`config.mk`:
```
export PLATFORM = sky130hd
export DESIGN_NAME = dotp_lane_flat
export DESIGN_NICKNAME = d
export VERILOG_FILES = /design/src/common/engine_pkg.sv /design/src/common/lane_if.sv /design/src/hw/lane/dotp_lane.sv /design/src/flat_wrapper.sv
export VERILOG_INCLUDE_DIRS = /design/src /design/src/common
export SDC_FILE = /design/constraint.sdc
export NUM_CORES = 2
export LEC_CHECK = 0
export ABC_CLOCK_PERIOD_IN_PS = 4500
export BUFFER_PORTS_ARGS = -buffer_cell sky130_fd_sc_hd__buf_2
export CAP_MARGIN = 20
export CORE_MARGIN = 2
export CORE_UTILIZATION = 35
export DETAILED_ROUTE_END_ITERATION = 8
export MAX_ROUTING_LAYER = met4
export PLACE_DENSITY = 0.57
export RECOVER_POWER = 100
export SLEW_MARGIN = 15
export SYNTH_ARGS = -nofsm -noshare
export SYNTH_HDL_FRONTEND = slang
export SYNTH_SLANG_ARGS = --single-unit
```
`constraint.sdc`:
```
create_clock -name clk_i -period 4.5 [get_ports clk_i]
set_input_delay 0.9 -clock clk_i [delete_from_list [all_inputs] [get_ports clk_i]]
set_output_delay 0.9 -clock clk_i [all_outputs]
set_load 0.02 [all_outputs]
```
`src/common/engine_settings.svh`:
```
// ======================================
// Size macros of the tile engine
// ======================================

`ifndef ENGINE_SETTINGS_SVH
`define ENGINE_SETTINGS_SVH

// Output channels, one lane each
`define ENG_N 4

// Elements per input tile
`define ENG_M 8

// Element and accumulator widths
`define ENG_WI 8
`define ENG_WO 24

// Weight buffer depth in tiles
`define ENG_MAX_TILES 4

`endif

```
`src/common/engine_pkg.sv`:
```
// ======================================
// Data types and control struct of
// the tile engine
// ======================================

`include "engine_settings.svh"

package engine_pkg;

  typedef logic signed [`ENG_WI-1:0] elem_t;

  // One input tile
  typedef elem_t [`ENG_M-1:0] inp_t;

  // Weights of one channel, and of all channels, for one tile
  typedef elem_t       [`ENG_M-1:0] weight_row_t;
  typedef weight_row_t [`ENG_N-1:0] weight_t;

  typedef logic signed [`ENG_WO-1:0] acc_t;
  typedef acc_t [`ENG_N-1:0] bias_t;

  // Requantized output vector
  typedef elem_t [`ENG_N-1:0] oup_t;

  typedef logic [$clog2(`ENG_MAX_TILES)-1:0] tile_cnt_t;

  typedef logic [7:0] eps_mult_t;
  typedef logic [4:0] right_shift_t;

  typedef struct packed {
    tile_cnt_t    tiles;
    eps_mult_t    eps_mult;
    right_shift_t right_shift;
    elem_t        add;
    logic         relu;
  } ctrl_t;

endpackage

```
`src/common/lane_if.sv`:
```
// ======================================
// Broadcast tile bus, feeder to lanes
// ======================================

`timescale 1ns/1ps

`include "engine_settings.svh"

interface lane_if;
  import engine_pkg::*;

  logic    valid;
  logic    first;
  logic    last;
  inp_t    inp;
  weight_t weights;
  bias_t   bias;

  modport feeder (
    output valid, first, last, inp, weights, bias
  );

  // Lanes and drain only listen
  modport lane (
    input valid, first, last, inp, weights, bias
  );

endinterface

```
`src/hw/lane/dotp_lane.sv`:
```
// ======================================
// One channel's dot product and
// bias-seeded tile accumulator
// ======================================

`timescale 1ns/1ps

`include "engine_settings.svh"

module dotp_lane #(
  parameter int unsigned LANE = 0
) (
  input  logic              clk_i,
  input  logic              rst_ni,
  lane_if.lane              tile_i,
  output logic              done_o,
  output engine_pkg::acc_t  result_o
);
  import engine_pkg::*;

  acc_t tile_sum;
  acc_t acc_q;
  logic done_q;

  always_comb begin
    logic signed [2*`ENG_WI-1:0] prod;
    tile_sum = '0;
    for (int i = 0; i < `ENG_M; i++) begin
      prod     = $signed(tile_i.inp[i]) * $signed(tile_i.weights[LANE][i]);
      tile_sum = tile_sum + prod;
    end
  end

  // First tile starts from the channel bias
  always_ff @(posedge clk_i) begin
    if (tile_i.valid) begin
      acc_q <= tile_i.first ? tile_i.bias[LANE] + tile_sum : acc_q + tile_sum;
    end
  end

  always_ff @(posedge clk_i, negedge rst_ni) begin
    if (!rst_ni) begin
      done_q <= 1'b0;
    end else begin
      done_q <= tile_i.valid && tile_i.last;
    end
  end

  assign done_o   = done_q;
  assign result_o = acc_q;

endmodule

```
`src/flat_wrapper.sv`:
```
// flat-port wrapper written by rule: the top's interface ports become plain ports
module dotp_lane_flat import engine_pkg::*;
#(
  parameter int unsigned LANE = 0
)
  (clk_i, rst_ni, done_o, result_o, tile_i_valid, tile_i_first, tile_i_last, tile_i_inp, tile_i_weights, tile_i_bias);
  lane_if tile_i_i ();
  input  logic clk_i;
  input  logic rst_ni;
  output logic done_o;
  output engine_pkg::acc_t result_o;
  input wire logic [$bits(tile_i_i.valid)-1:0] tile_i_valid;
  input wire logic [$bits(tile_i_i.first)-1:0] tile_i_first;
  input wire logic [$bits(tile_i_i.last)-1:0] tile_i_last;
  input wire logic [$bits(tile_i_i.inp)-1:0] tile_i_inp;
  input wire logic [$bits(tile_i_i.weights)-1:0] tile_i_weights;
  input wire logic [$bits(tile_i_i.bias)-1:0] tile_i_bias;
  assign tile_i_i.valid = tile_i_valid;
  assign tile_i_i.first = tile_i_first;
  assign tile_i_i.last = tile_i_last;
  assign tile_i_i.inp = tile_i_inp;
  assign tile_i_i.weights = tile_i_weights;
  assign tile_i_i.bias = tile_i_bias;
  dotp_lane #(.LANE(LANE)) u_core (.clk_i(clk_i), .rst_ni(rst_ni), .tile_i(tile_i_i), .done_o(done_o), .result_o(result_o));
endmodule
```
==> flow_metrics.tcl <==
set metrics [dict create \
    outcome "complete, but fails checks" \
    violations "max-capacitance violations, max-slew violations, negative setup slack" \
    cts_max_path_buffers 2 \
    finalSetupViolations 22 \
    via_per_inst 4.43 \
    fp.dieArea_um2 74500 \
    io_pins 446 \
    final-hold-violation-count 0 \
    end_kind "register" \
    area_growth_pct 27.3 \
    crit_slowest_cell "fa_2" \
    ys_types 51 \
    synth_most_common_cell "inv_1" \
    crit_type "input pin to register" \
    period_minus_slack_ps 12870 \
    place_hpwl_mm 61.9 \
    clk_latency_ps 270 \
    die_h_um 273 \
    dp_slack_ps -8950 \
    yosysSeqAreaShare_pct 2.95 \
    cts_tree "done" \
    yosys-top-cells-count "inv_1, fa_1, and2_1" \
    drive_above_1_share_pct 26.1 \
    ctsHtreeMaxLevel 1 \
    postRouteAntennaNets 0 \
    fin_util_pct 45.0 \
    worstPathArrival_ps 12880 \
    grt_pass1_vias 20400 \
    fmax_mhz 77.7 \
    skew_ps 4.02 \
    die_x_um 273 \
    grt_overflow_total 0 \
    final_nets 4438 \
    setup_ws_ps -8370 \
    track_usage_pct 19.4 \
    first_pass_iters 5 \
    synth-seq-cells 25 \
    cp_max_fo 4 \
    yosys.area.top_type "fa_1" \
    slowest_delay_ps 560 \
    crit_family "adder cells" \
    grt_start_max_net_pins 26 \
    wl_per_cell_um 16.3 \
    worst_r2r_path_depth 11 \
    fin_crit_sh_pct 286 \
    rows 98 \
    rsz0062_at_grt "true" \
    synthArstFlopShare_pct 4.00 \
    synth-warning-count 0 \
    crit_cells 49 \
    drc_errors 0 \
    drt_iter0_markers 644 \
    place_congestion 0.899 \
    cp-start-kind "input pin" \
    syn_area_per_cell_um2 10.0 \
    cts_sinks 25 \
    worstMarginPinSlew_ps 1560 \
    cts_buffers 3 \
    core_um2 71500 \
    synth_top_flop_cell "edfxtp_1" \
    io_buffers 181 \
    slew_headroom_pct -3.68 \
    synth_edf_count 24 \
    synthCells 2520 \
    wl_mm 65.8 \
    worstPathRequired_ps 4520 \
    path_common_cell "fa_1" \
    drv_cap 1 \
    hp-class "input pin to asynchronous set/reset pin" \
    start_util_pct 35.4 \
    yosys.area.top_type_share_pct 55.2 \
    vias 17900 \
    drv_slew 26 \
    syn_area_um2 25300 \
    clk_pin_slew_worst_paths_ps 70 \
    root_buffer "clkbuf_16" \
    antenna_found_initial 10 \
    synth_top_cells_by_area "fa_1, ha_1, inv_1" \
    grt_pass1_wl_mm 109 \
    crit_buf_inv 12 \
    syn-num-nets 3876 \
]
[layout make-up]
class / instances / area (um2)
antenna: 9 / 22.5
clock buffer: 3 / 75.1
clock inverter: 1 / 7.51
fill: 6836 / 39300
inverter: 738 / 2770
multi-input combinational: 1747 / 23300
sequential: 25 / 746
tap: 950 / 1190
timing repair buffer: 567 / 4120
[metal layers]
metal | track usage (%) | share of wire (%) | up-vias
li1 | - | - | 8454
met1 | 25.8 | 45 | 9071
met2 | 32.9 | 50 | 305
met3 | 1.94 | 3.6 | 61
met4 | 3.04 | 1.7 | 0
met5 | - | 0 | -
[metrics by stage]
stage	TNS, ps	hold slack [ps]	cell area, um2	std cells
floorplan	-148230	604	25800	2520
global placement	-169160	676	30600	4003
detailed placement	-169980	676	30600	4003
CTS	-157900	388	31900	4022
global route	-165840	384	32200	4040
finish	-157430	393	32200	4040
[state kept, by name, indices dropped and copies added, names as in the netlist]
register,cells
u_core.result_o,24
u_core.done_o,1
[worst paths after layout]
path / end / slack [ps] / start
max: u_core.result_o[23] / -8370 / tile_i_weights[4]
min: u_core.done_o / 390 / rst_ni
max reg2reg: u_core.result_o[20] / 1290 / u_core.result_o[0]
min reg2reg: u_core.result_o[0] / 730 / u_core.result_o[0]
max in group asynchronous: u_core.done_o / 4030 / rst_ni
min in group clk_i: u_core.result_o[0] / 730 / u_core.result_o[0]
[cell usage in the layout (no fill, tap or decap), types with 7 or more instances in the layout]
cell type and n:
ha_4 69, xor2_1 13, o21ai_2 11, nand2b_1 39, nor2_1 38, and2_1 227
a21oi_1 20, fa_2 22, buf_6 46, nand2_1 217, mux2_2 23, clkbuf_1 27
a21o_1 21, nor2b_1 12, inv_1 703, and2_4 15, inv_2 33, xnor2_1 33
xnor2_2 9, diode_2 9, a21oi_2 19, edfxtp_1 24, nand2_2 7, buf_4 355
ha_1 166, a21oi_4 7, buf_2 127, o21a_1 13, fa_1 676
[worst reg2reg max path, stage by stage (launching register included)]
cell and delay, ps:
edfxtp_1 390, mux2_2 280, ha_1 210, fa_1 450, a211o_1 340, nand2_1 130, o2111ai_2 150, o211ai_2 300
o311ai_4 150, a31oi_1 280, nor2b_2 200, xnor2_1 80
[logic make-up (layout without fill, tap and decap cells)]
group           count (synthesis)  after routing  share of synthesized area [%]
compound gates                137            137                           3.90
xor+xnor                       63             63                           2.18
fa+ha+maj                     935            935                           67.0
buf+inv                       748           1309                           11.1
flops                          25             25                           2.95
mux                            24             24                           1.06
other cells                     0              9                              0
simple gates                  588            588                           11.9
[timing repair]
action	CTS	global route
hold buffers	0	0
pin swaps	137	65
endpoints found under the setup margin	23	23
buffers inserted	18	10
gates resized for setup	214	63
gates cloned	0	0
Power is left out: the tool's default activity adds up to more than one toggle a clock period on the data nets, which glitch-free logic cannot reach.
