### src/common/engine_settings.svh
// ======================================
// Size macros of the tile engine
// ======================================

`ifndef ENGINE_SETTINGS_SVH
`define ENGINE_SETTINGS_SVH

// Output channels, one lane each
`define ENG_N 4

// Elements per input tile
`define ENG_M 8

// Element and accumulator widths
`define ENG_WI 8
`define ENG_WO 24

// Weight buffer depth in tiles
`define ENG_MAX_TILES 4

`endif

### src/common/engine_pkg.sv
// ======================================
// Data types and control struct of
// the tile engine
// ======================================

`include "engine_settings.svh"

package engine_pkg;

  typedef logic signed [`ENG_WI-1:0] elem_t;

  // One input tile
  typedef elem_t [`ENG_M-1:0] inp_t;

  // Weights of one channel, and of all channels, for one tile
  typedef elem_t       [`ENG_M-1:0] weight_row_t;
  typedef weight_row_t [`ENG_N-1:0] weight_t;

  typedef logic signed [`ENG_WO-1:0] acc_t;
  typedef acc_t [`ENG_N-1:0] bias_t;

  // Requantized output vector
  typedef elem_t [`ENG_N-1:0] oup_t;

  typedef logic [$clog2(`ENG_MAX_TILES)-1:0] tile_cnt_t;

  typedef logic [7:0] eps_mult_t;
  typedef logic [4:0] right_shift_t;

  typedef struct packed {
    tile_cnt_t    tiles;
    eps_mult_t    eps_mult;
    right_shift_t right_shift;
    elem_t        add;
    logic         relu;
  } ctrl_t;

endpackage

### src/common/lane_if.sv
// ======================================
// Broadcast tile bus, feeder to lanes
// ======================================

`timescale 1ns/1ps

`include "engine_settings.svh"

interface lane_if;
  import engine_pkg::*;

  logic    valid;
  logic    first;
  logic    last;
  inp_t    inp;
  weight_t weights;
  bias_t   bias;

  modport feeder (
    output valid, first, last, inp, weights, bias
  );

  // Lanes and drain only listen
  modport lane (
    input valid, first, last, inp, weights, bias
  );

endinterface

### src/hw/feeder/tile_feeder.sv
// ======================================
// Weight buffer, bias register and tile
// sequencing onto the lane bus
// ======================================

`timescale 1ns/1ps

`include "engine_settings.svh"

module tile_feeder (
  input  logic                clk_i,
  input  logic                rst_ni,
  input  engine_pkg::ctrl_t   ctrl_i,
  input  logic                bias_valid_i,
  input  engine_pkg::bias_t   bias_i,
  input  logic                weight_valid_i,
  input  engine_pkg::weight_t weight_i,
  input  logic                inp_valid_i,
  input  engine_pkg::inp_t    inp_i,
  lane_if.feeder              tile_o
);
  import engine_pkg::*;

  weight_t   wbuf_q [`ENG_MAX_TILES];
  bias_t     bias_q;
  tile_cnt_t wr_ptr_q;
  tile_cnt_t rd_ptr_q;

  // Tile pointers wrap after the last inner tile
  always_ff @(posedge clk_i, negedge rst_ni) begin
    if (!rst_ni) begin
      wr_ptr_q <= '0;
      rd_ptr_q <= '0;
    end else begin
      if (weight_valid_i) begin
        if (wr_ptr_q == ctrl_i.tiles) begin
          wr_ptr_q <= '0;
        end else begin
          wr_ptr_q <= wr_ptr_q + 1'b1;
        end
      end
      if (inp_valid_i) begin
        if (rd_ptr_q == ctrl_i.tiles) begin
          rd_ptr_q <= '0;
        end else begin
          rd_ptr_q <= rd_ptr_q + 1'b1;
        end
      end
    end
  end

  always_ff @(posedge clk_i) begin
    if (weight_valid_i) begin
      wbuf_q[wr_ptr_q] <= weight_i;
    end
    if (bias_valid_i) begin
      bias_q <= bias_i;
    end
  end

  // Tile strobe and position flags
  always_ff @(posedge clk_i, negedge rst_ni) begin
    if (!rst_ni) begin
      tile_o.valid <= 1'b0;
      tile_o.first <= 1'b0;
      tile_o.last  <= 1'b0;
    end else begin
      tile_o.valid <= inp_valid_i;
      tile_o.first <= inp_valid_i && (rd_ptr_q == '0);
      tile_o.last  <= inp_valid_i && (rd_ptr_q == ctrl_i.tiles);
    end
  end

  always_ff @(posedge clk_i) begin
    if (inp_valid_i) begin
      tile_o.inp     <= inp_i;
      tile_o.weights <= wbuf_q[rd_ptr_q];
    end
  end

  assign tile_o.bias = bias_q;

endmodule

### src/flat_wrapper.sv
// flat-port wrapper written by rule: the top's interface ports become plain ports
module tile_feeder_flat import engine_pkg::*;
  (clk_i, rst_ni, ctrl_i, bias_valid_i, bias_i, weight_valid_i, weight_i, inp_valid_i, inp_i, tile_o_valid, tile_o_first, tile_o_last, tile_o_inp, tile_o_weights, tile_o_bias);
  lane_if tile_o_i ();
  input  logic clk_i;
  input  logic rst_ni;
  input  engine_pkg::ctrl_t ctrl_i;
  input  logic bias_valid_i;
  input  engine_pkg::bias_t bias_i;
  input  logic weight_valid_i;
  input  engine_pkg::weight_t weight_i;
  input  logic inp_valid_i;
  input  engine_pkg::inp_t inp_i;
  output wire logic [$bits(tile_o_i.valid)-1:0] tile_o_valid;
  output wire logic [$bits(tile_o_i.first)-1:0] tile_o_first;
  output wire logic [$bits(tile_o_i.last)-1:0] tile_o_last;
  output wire logic [$bits(tile_o_i.inp)-1:0] tile_o_inp;
  output wire logic [$bits(tile_o_i.weights)-1:0] tile_o_weights;
  output wire logic [$bits(tile_o_i.bias)-1:0] tile_o_bias;
  assign tile_o_valid = tile_o_i.valid;
  assign tile_o_first = tile_o_i.first;
  assign tile_o_last = tile_o_i.last;
  assign tile_o_inp = tile_o_i.inp;
  assign tile_o_weights = tile_o_i.weights;
  assign tile_o_bias = tile_o_i.bias;
  tile_feeder u_core (.clk_i(clk_i), .rst_ni(rst_ni), .ctrl_i(ctrl_i), .bias_valid_i(bias_valid_i), .bias_i(bias_i), .weight_valid_i(weight_valid_i), .weight_i(weight_i), .inp_valid_i(inp_valid_i), .inp_i(inp_i), .tile_o(tile_o_i));
endmodule
### config.mk
export PLATFORM = sky130hd
export DESIGN_NAME = tile_feeder_flat
export DESIGN_NICKNAME = d
export VERILOG_FILES = /design/src/common/engine_pkg.sv /design/src/common/lane_if.sv /design/src/hw/feeder/tile_feeder.sv /design/src/flat_wrapper.sv
export VERILOG_INCLUDE_DIRS = /design/src /design/src/common
export SDC_FILE = /design/constraint.sdc
export NUM_CORES = 1
export LEC_CHECK = 0
export BUFFER_PORTS_ARGS = -buffer_cell sky130_fd_sc_hd__buf_2
export CAP_MARGIN = 40
export CELL_PAD_IN_SITES_DETAIL_PLACEMENT = 0
export CELL_PAD_IN_SITES_GLOBAL_PLACEMENT = 1
export CORE_ASPECT_RATIO = 1.2
export CORE_UTILIZATION = 44
export CTS_CLUSTER_DIAMETER = 40
export DETAILED_ROUTE_END_ITERATION = 7
export PLACE_DENSITY = 0.82
export SYNTH_ARGS = -nofsm -noshare
export SYNTH_HDL_FRONTEND = slang
export SYNTH_SLANG_ARGS = --single-unit
### constraint.sdc
create_clock -name clk_i -period 6.89 [get_ports clk_i]
set_input_delay 0.689 -clock clk_i [delete_from_list [all_inputs] [get_ports clk_i]]
set_output_delay 0.689 -clock clk_i [all_outputs]
set_load 0.02 [all_outputs]
==> results of run 1 <==
==> worst max-delay path: stages (launching register included) <==
cell and delay, ns:
dfrtp_4 0.42, buf_12 0.59, buf_4 0.42, buf_16 0.33, mux4_2 0.57
==> flip-flops by register name (all words and copies together) (netlist names) <==
signal	flops
u_core.wr_ptr_q	2
u_core.tile_o.valid	1
u_core.tile_o.first	1
u_core.tile_o.inp	64
u_core.wbuf_q	1024
u_core.tile_o.last	1
u_core.tile_o.weights	256
u_core.tile_o.bias	96
u_core.rd_ptr_q	2
==> repair_timing <==
action | 4_1_cts | 5_1_grt
hold buffers | 1 | 0
buffers inserted | 0 | 0
hold endpoints to repair | 7 | 0
==> Yosys cell counts, types with 2 or more instances <==
| library cell | count | area share |
|---|---|---|
| edfxtp_1 | 1440 | 0.87 |
| mux4_2 | 256 | 0.12 |
| buf_2 | 28 | 0.0028 |
| buf_6 | 25 | 0.0056 |
| dfrtp_1 | 7 | 0.0035 |
| and2_1 | 5 | 0.00063 |
| clkbuf_1 | 5 | 0.00038 |
| ha_1 | 5 | 0.0013 |
| inv_1 | 5 | 0.00038 |
| o21ai_0 | 3 | 0.00030 |
| xnor2_1 | 3 | 0.00053 |
| a21oi_1 | 2 | 0.00020 |
| and3_1 | 2 | 0.00025 |
| mux2i_1 | 2 | 0.00040 |
==> final cells by class <==
class,count,area share
well taps,1496,0.0304
diodes,28,0.00114
multi-input cells,285,0.0975
clock inverters,102,0.0205
flip-flops and latches,1447,0.706
repair buffers,872,0.0772
inverters,5,0.000305
clock buffers,186,0.0667
==> metal layers <==
metal	vias up	wire length, µm	global-route usage
met4	30	5140	0.101
met2	1176	61500	0.345
li1	9728	-	-
met5	-	175	0
met3	267	10100	0.0618
met1	12000	39600	0.223
==> logic make-up (layout without fill, tap and decap cells) <==
group                      Yosys count  after routing
buffers and inverters               63           1165
muxes                              258            258
AOI/OAI and AO/OA                    7              7
other                                0             28
xor gates and xnor gates             4              4
DFF                               1447           1447
adders and majority gates            5              5
and+or+nand+nor                     11             11
==> final timing paths <==
kind	end	slack (ns)	depth (start not counted)
max in group asynchronous	u_core.rd_ptr_q[0]	6.41	2
min in group asynchronous	u_core.tile_o.first	0.29	2
worst max-delay path	u_core.tile_o.weights[174]	4.19	4
worst min-delay path	u_core.tile_o.bias[85]	0.1	1
worst min register to register	u_core.tile_o.weights[79]	0.62	1
worst max register to register	u_core.tile_o.weights[174]	4.19	4
==> power by group <==
| part | switching, mW | internal (mW) |
|---|---|---|
| clock network | 3.51 | 4.96 |
| logic | 2.54 | 1.67 |
| registers | 0.421 | 11.4 |
| total | 6.47 | 18.0 |
==> stage by stage <==
step,std cells,util,hold slack (ns),instance area [µm²]
floorplan,1795,-,0.393,49900
global placement,4094,0.499,0.529,55800
detailed placement,4104,0.501,0.534,56000
CTS,4393,0.549,0.0192,61400
global route,4411,0.550,0.0312,61500
finish,4421,0.550,0.0958,61500
==> results.py, run 1 <==
metrics = {
    "power": {
        "power_density_mw_per_mm2": 399,
        "vdd.ir_drop.worst_v": 0.000271,
        "power.total_mw": 24.5,
        "leakagePower_nw": 21.3,
    },
    "placed_design": {
        "dp_hpwl_mm": 74.7,
        "dp_slack_ns": 4.13,
        "numPortBuffers": 841,
        "gp_congestion": 0.800,
    },
    "yosys": {
        "netlist_area_mm2": 0.0499,
        "synth_edf_count": 1440,
        "synthSimpleGateAreaFrac": 0.00130,
        "synthMuxAreaShare": 0.116,
        "synth.distinct_cells": 21,
        "synth-compound-area-share": 0.000803,
        "async_flop_share": 0.00484,
        "synth_top_family_by_area": "multiplexers",
        "syn_nets": 2245,
        "ys_seq_area_frac": 0.871,
        "avgSynthCellArea_um2": 27.8,
        "synth_adder_area_share": 0.00125,
        "yosysWarnings": 0,
        "synth_xor_area_frac": 0.000703,
        "ys_ff_latch": 1447,
        "synthCells": 1795,
        "synth-main-ff-cell": "edfxtp_1",
    },
    "timing": {
        "clock_skew_ns": 0.0256,
        "fin_ws_ns": 4.19,
        "period_share": 0.393,
        "rsz0062_at_grt": "no",
        "tns_ns": 0,
        "finalHoldViolCount": 0,
        "worstMarginPinSlew_ns": 1.36,
        "setup_viol": 0,
        "relSlewSlack": 0.0931,
        "period_minus_slack_ns": 2.70,
        "maxSlewViolCount": 0,
        "fmax_mhz": 370,
    },
    "cells_and_area": {
        "seqCellArea_mm2": 0.0434,
        "fillers": 8161,
        "final_net_count": 3219,
        "final_common_cell": "edfxtp_1",
        "multi_input_area_mm2": 0.00600,
        "final_cell_mix": "edfxtp_1 (1440), buf_2 (839), mux4_2 (256)",
        "drive_gt1_frac": 0.475,
        "area_growth_syn_to_layout_pct": 23.3,
    },
    "min_path": {
        "min_from": "bias_i[85]",
        "hp-class": "input port to flip-flop",
    },
    "drt": {
        "vias": 23200,
        "drtIter0Drc": 1989,
        "wl_mm": 116,
        "post-route-drc-count": 0,
        "drtPass1Iterations": 5,
        "viasPerCell": 5.24,
        "drtAntennaViolNets": 0,
        "wl_per_cell_um": 26.3,
    },
    "clocking": {
        "cts_buffers": 158,
        "h-tree-depth": 4,
        "clkTransAtPathRegs_ns": 0.06,
        "root_buffer": "clkbuf_16",
        "cts_tree": "done",
        "cts_sinks": 1447,
        "clockBufferDepth": 3,
        "clock_latency_ns": 0.77,
        "post_cts_resized": 0,
    },
    "die": {
        "die_w_um": 309,
        "start_util": 0.446,
        "die_h_um": 371,
        "pin_count": 864,
        "rows": 134,
        "core_mm2": 0.112,
        "dieArea_mm2": 0.115,
    },
    "grt": {
        "antenna_found_initial": 67,
        "grt_first_pass_wirelength_mm": 163,
        "overflow": 0,
        "grt_pass1_vias": 24100,
        "grt_max_degree": 153,
        "track_usage": 0.200,
    },
    "run_status": {
        "status": "complete, no violations",
    },
    "critical_path": {
        "crit_arrival_ns": 3.20,
        "endpoint_kind": "flip-flop",
        "critical_path_class": "flip-flop to flip-flop",
        "cp_max_fo": 91,
        "cp-start-kind": "flip-flop",
        "r2r_start": "u_core.rd_ptr_q[0]",
        "cp-startpoint": "u_core.rd_ptr_q[0]",
        "critical_path_required_ns": 7.38,
    },
    "job": {
        "max_cap_violations": 0,
    },
}
Note: power is estimated with default switching activity, not from simulation.
==> inputs of run 2 (changes only) <==
--- a/config.mk
+++ b/config.mk
@@ -10,10 +10,10 @@
 export CAP_MARGIN = 40
 export CELL_PAD_IN_SITES_DETAIL_PLACEMENT = 0
 export CELL_PAD_IN_SITES_GLOBAL_PLACEMENT = 1
-export CORE_ASPECT_RATIO = 1.2
-export CORE_UTILIZATION = 44
+export CORE_AREA = 2 2 332 334
 export CTS_CLUSTER_DIAMETER = 40
 export DETAILED_ROUTE_END_ITERATION = 7
+export DIE_AREA = 0 0 334 336
 export PLACE_DENSITY = 0.82
 export SYNTH_ARGS = -nofsm -noshare
 export SYNTH_HDL_FRONTEND = slang
==> constraint.sdc (replaced) <==
create_clock -name clk_i -period 2.7 [get_ports clk_i]
set_input_delay 0.27 -clock clk_i [delete_from_list [all_inputs] [get_ports clk_i]]
set_output_delay 0.27 -clock clk_i [all_outputs]
set_load 0.02 [all_outputs]
==> results.py, run 2 (same netlist as run 1, synthesis figures left out) <==
metrics = {
    "run_status": {
        "status": "complete, no violations",
    },
    "clocking": {
        "clock_latency_ns": 0.76,
        "cts_sinks": 1447,
        "clockBufferDepth": 3,
        "cts_tree": "done",
        "h-tree-depth": 4,
        "cts_buffers": 162,
        "clkTransAtPathRegs_ns": 0.06,
        "root_buffer": "clkbuf_16",
    },
    "die": {
        "core_mm2": 0.108,
        "pin_count": 864,
        "rows": 121,
        "die_h_um": 336,
        "dieArea_mm2": 0.112,
        "start_util": 0.460,
        "die_w_um": 334,
    },
    "power": {
        "intPower_mw": 46.6,
        "vdd.ir_drop.worst_v": 0.000868,
        "power.total_mw": 63.6,
        "leakagePower_nw": 23.4,
        "power.share.clock": 0.340,
        "p_seq_frac": 0.476,
        "power_density_mw_per_mm2": 962,
        "combPwrFrac": 0.184,
        "netSwitchingFraction": 0.267,
        "switchingPower_mw": 17.0,
    },
    "placed_design": {
        "dp_hpwl_mm": 77.9,
        "dp_slack_ns": 0.662,
        "gp_congestion": 0.870,
        "numPortBuffers": 841,
    },
    "grt": {
        "grt_max_degree": 80,
        "overflow": 0,
        "antenna_found_initial": 42,
        "grt_first_pass_wirelength_mm": 180,
        "grt_pass1_vias": 27300,
        "track_usage": 0.222,
    },
    "critical_path": {
        "endpoint_kind": "flip-flop",
        "critical_path_class": "flip-flop to flip-flop",
        "cpMostUsedCell": "buf_12",
        "crit_arrival_ns": 2.53,
        "cp_max_fo": 26,
        "cp-start-kind": "flip-flop",
        "r2r_slack_ns": 0.65,
        "crit_chain": "buf_12, buf_12, mux4_2",
        "critPathSlowestCell": "dfrtp_4",
        "critical_path_required_ns": 3.19,
        "max_stage_delay_ns": 0.60,
    },
    "drt": {
        "post-route-drc-count": 0,
        "wl_mm": 127,
        "drtPass1Iterations": 5,
        "vias": 25400,
        "wl_per_cell_um": 26.4,
        "drtAntennaViolNets": 0,
        "viasPerCell": 5.27,
        "drtIter0Drc": 1761,
    },
    "min_path": {
        "hp-class": "input port to flip-flop",
    },
    "job": {
        "max_cap_violations": 0,
    },
    "timing": {
        "finalHoldViolCount": 0,
        "fin_ws_ns": 0.653,
        "rsz0062_at_grt": "no",
        "period_minus_slack_ns": 2.05,
        "relSlewSlack": 0.622,
        "fmax_mhz": 488,
        "tns_ns": 0,
        "worstMarginPinSlew_ns": 0.567,
        "setup_viol": 0,
        "maxSlewViolCount": 0,
        "clock_skew_ns": 0.0352,
        "period_share": 0.758,
    },
    "cells_and_area": {
        "regMostFlops": "u_core.wbuf_q",
        "final_cell_mix": "edfxtp_1 (1440), buf_2 (839), dlygate4sd3_1 (425)",
        "largest_reg_flops": 1024,
        "final_common_cell": "edfxtp_1",
        "final_net_count": 3693,
        "drive_gt1_frac": 0.422,
        "area_growth_syn_to_layout_pct": 32.5,
    },
}
run 2: repair_timing:
action                                  CTS  global route
hold buffers                            425             0
endpoints found under the hold margin  1247             0
buffers inserted                          0             0
gates resized for setup                   0             0
run 2: cell type report:
cell class | instances | area [µm²]
Sequential cell | 1447 | 43400
Multi-Input combinational cell | 285 | 6000
Antenna cell | 21 | 52.6
Clock buffer | 194 | 4260
Fill cell | 7145 | 42300
Clock inverter | 100 | 1080
Tap cell | 1414 | 1770
Timing Repair Buffer | 1342 | 9480
Inverter | 5 | 18.8
run 2: final timing paths:
kind                                             end                  from  cells after the start
max                        u_core.tile_o.weights[60]    u_core.rd_ptr_q[0]                      3
min reg2reg                u_core.tile_o.weights[17]  u_core.wbuf_q[3][17]                      1
max in group asynchronous         u_core.rd_ptr_q[0]                rst_ni                      3
max reg2reg                u_core.tile_o.weights[60]    u_core.rd_ptr_q[0]                      3
min in group asynchronous        u_core.tile_o.valid                rst_ni                      3
min                            u_core.tile_o.inp[15]             inp_i[15]                      2
run 2: routing by layer:
metal,GRT usage,share of wire,up-vias
met2,0.384,0.52,1314
met4,0.121,0.053,34
li1,-,-,10700
met5,0,0.0018,-
met3,0.0694,0.084,349
met1,0.246,0.34,13000
run 2: worst max-delay path: cells and delay by family (launching register included):
family | cells | cell delay, ns
flip-flops | 1 | 0.60
buffers and inverters | 2 | 0.56
multiplexers | 1 | 0.57
run 2: power groups by stage:
stage	clock, mW	combinational (mW)	sequential [mW]
after floorplan	0	5.36	31.9
after global placement	0	10.9	30.4
after detailed placement	0	11.2	30.6
after CTS	21.9	11.8	30.2
after global routing	22.8	12.4	30.5
final	21.6	11.7	30.2
run 2: per-stage QoR:
stage               utilization  area, µm²  hold WS, ns  std cells
finish                    0.610      66100        0.231       4808
detailed placement        0.521      56400        0.129       4068
CTS                       0.609      66000        0.166       4787
global route              0.610      66100        0.191       4804
floorplan                     -      49900      -0.0256       1795
global placement          0.521      56400        0.123       4068
==> inputs of run 3 (changes only) <==
==> constraint.sdc (replaced) <==
create_clock -name clk_i -period 2.1 [get_ports clk_i]
set_input_delay 0.21 -clock clk_i [delete_from_list [all_inputs] [get_ports clk_i]]
set_output_delay 0.21 -clock clk_i [all_outputs]
set_load 0.02 [all_outputs]
==> results.py, run 3 (same netlist as run 1, synthesis figures left out) <==
metrics = {
    "critical_path": {
        "crit_arrival_ns": 2.30,
        "cp_max_fo": 26,
        "cp-start-kind": "flip-flop",
        "critical_path_class": "flip-flop to flip-flop",
        "endpoint_kind": "flip-flop",
        "critical_path_required_ns": 2.55,
    },
    "timing": {
        "setup_viol": 0,
        "tns_ns": 0,
        "relSlewSlack": 0.700,
        "rsz0062_at_grt": "no",
        "fmax_mhz": 540,
        "worstMarginPinSlew_ns": 0.450,
        "period_share": 0.882,
        "period_minus_slack_ns": 1.85,
        "clock_skew_ns": 0.0330,
        "maxSlewViolCount": 0,
        "finalHoldViolCount": 0,
        "fin_ws_ns": 0.248,
    },
    "grt": {
        "grt_pass1_vias": 27800,
        "grt_first_pass_wirelength_mm": 181,
        "grt_max_degree": 74,
        "antenna_found_initial": 33,
        "track_usage": 0.222,
        "overflow": 0,
    },
    "drt": {
        "wl_met1_mm": 44.2,
        "vias": 25700,
        "viasPerCell": 5.31,
        "wl_met2_mm": 66.0,
        "drtIter0Drc": 1865,
        "dr_wl_met3_mm": 9.61,
        "drtPass1Iterations": 5,
        "drtAntennaViolNets": 0,
        "maxUsedRoutingLayer": "met5",
        "wl_per_cell_um": 26.1,
        "wl_mm": 126,
        "post-route-drc-count": 0,
    },
    "die": {
        "die_w_um": 334,
        "pin_count": 864,
        "start_util": 0.460,
        "core_mm2": 0.108,
        "die_h_um": 336,
        "rows": 121,
        "dieArea_mm2": 0.112,
    },
    "cells_and_area": {
        "drive_gt1_frac": 0.426,
        "final_cell_mix": "edfxtp_1 (1440), buf_2 (839), dlygate4sd3_1 (425)",
        "area_growth_syn_to_layout_pct": 33.6,
        "final_net_count": 3717,
        "regMostFlops": "u_core.wbuf_q",
        "final_common_cell": "edfxtp_1",
        "largest_reg_flops": 1024,
    },
    "clocking": {
        "post_cts_resized": 0,
        "clkTransAtPathRegs_ns": 0.06,
        "cts_sinks": 1447,
        "cts_setup_buffers": 0,
        "h-tree-depth": 4,
        "clockBufferDepth": 3,
        "cts_tree": "done",
        "cts_buffers": 164,
        "root_buffer": "clkbuf_16",
        "ctsHoldBuffers": 425,
        "clock_latency_ns": 0.74,
    },
    "min_path": {
        "hp-class": "input port to flip-flop",
    },
    "placed_design": {
        "dp_hpwl_mm": 80.2,
        "dp_slack_ns": 0.223,
        "numPortBuffers": 841,
        "gp_congestion": 0.850,
    },
    "power": {
        "leakagePower_nw": 23.6,
        "power_density_mw_per_mm2": 1240,
        "vdd.ir_drop.worst_v": 0.000896,
    },
    "run_status": {
        "status": "complete, no violations",
    },
    "job": {
        "max_cap_violations": 0,
    },
}
==> run 3: cell count changes in the layout (fill, tap and decap cells not counted), sizes merged, moves of 4 or more <==
cell    change
diode       +5
buf        +22
inv         +9
clkbuf      -4
==> run 3: path summary, 6_finish.rpt <==
check | startpoint | endpoint | slack (ns) | cells after the start
min in group asynchronous | rst_ni | u_core.tile_o.valid | 0.52 | 3
max | u_core.rd_ptr_q[0] | u_core.tile_o.weights[134] | 0.25 | 3
min reg2reg | u_core.wbuf_q[3][172] | u_core.tile_o.weights[172] | 0.62 | 1
max in group asynchronous | rst_ni | u_core.rd_ptr_q[0] | 1.25 | 3
max reg2reg | u_core.rd_ptr_q[0] | u_core.tile_o.weights[134] | 0.25 | 3
min | bias_i[13] | u_core.tile_o.bias[13] | 0.17 | 2
==> run 3: layout make-up <==
type,count,area [µm²]
sequential,1447,43400
fill,7123,41800
timing repair buffer,1364,9940
multi-input combinational,285,6000
clock buffer,190,4220
tap,1414,1770
clock inverter,112,1190
antenna,26,65.1
inverter,5,18.8
==> run 3: critical path, stage by stage, from the launching register on <==
cell and delay (ns):
dfrtp_4 0.45, buf_12 0.26, buf_12 0.26, mux4_2 0.52
==> run 3: stage by stage <==
stage,power [mW],hold slack (ns),utilization,instances,instance area (µm²)
6_report,82.6,0.172,0.615,4843,66600
5_1_grt,85.3,0.135,0.615,4839,66600
4_1_cts,83.0,0.106,0.614,4817,66600
3_5_place_dp,54.3,0.0742,0.525,4090,56900
3_3_place_gp,53.6,0.0683,0.525,4090,56900
2_1_floorplan,48.0,-0.0856,-,1795,49900
==> run 3: per-layer routing <==
metal / vias up / GRT usage
met2: 1361 / 0.389
li1: 10800 / -
met3: 350 / 0.0580
met4: 28 / 0.109
met5: - / 0
met1: 13200 / 0.253
==> run 3: where the power goes <==
| part | internal [mW] | total [mW] | switching (mW) |
|---|---|---|---|
| clock network | 16.5 | 28.1 | 11.5 |
| logic | 6.78 | 15.7 | 8.96 |
| registers | 37.4 | 38.8 | 1.46 |
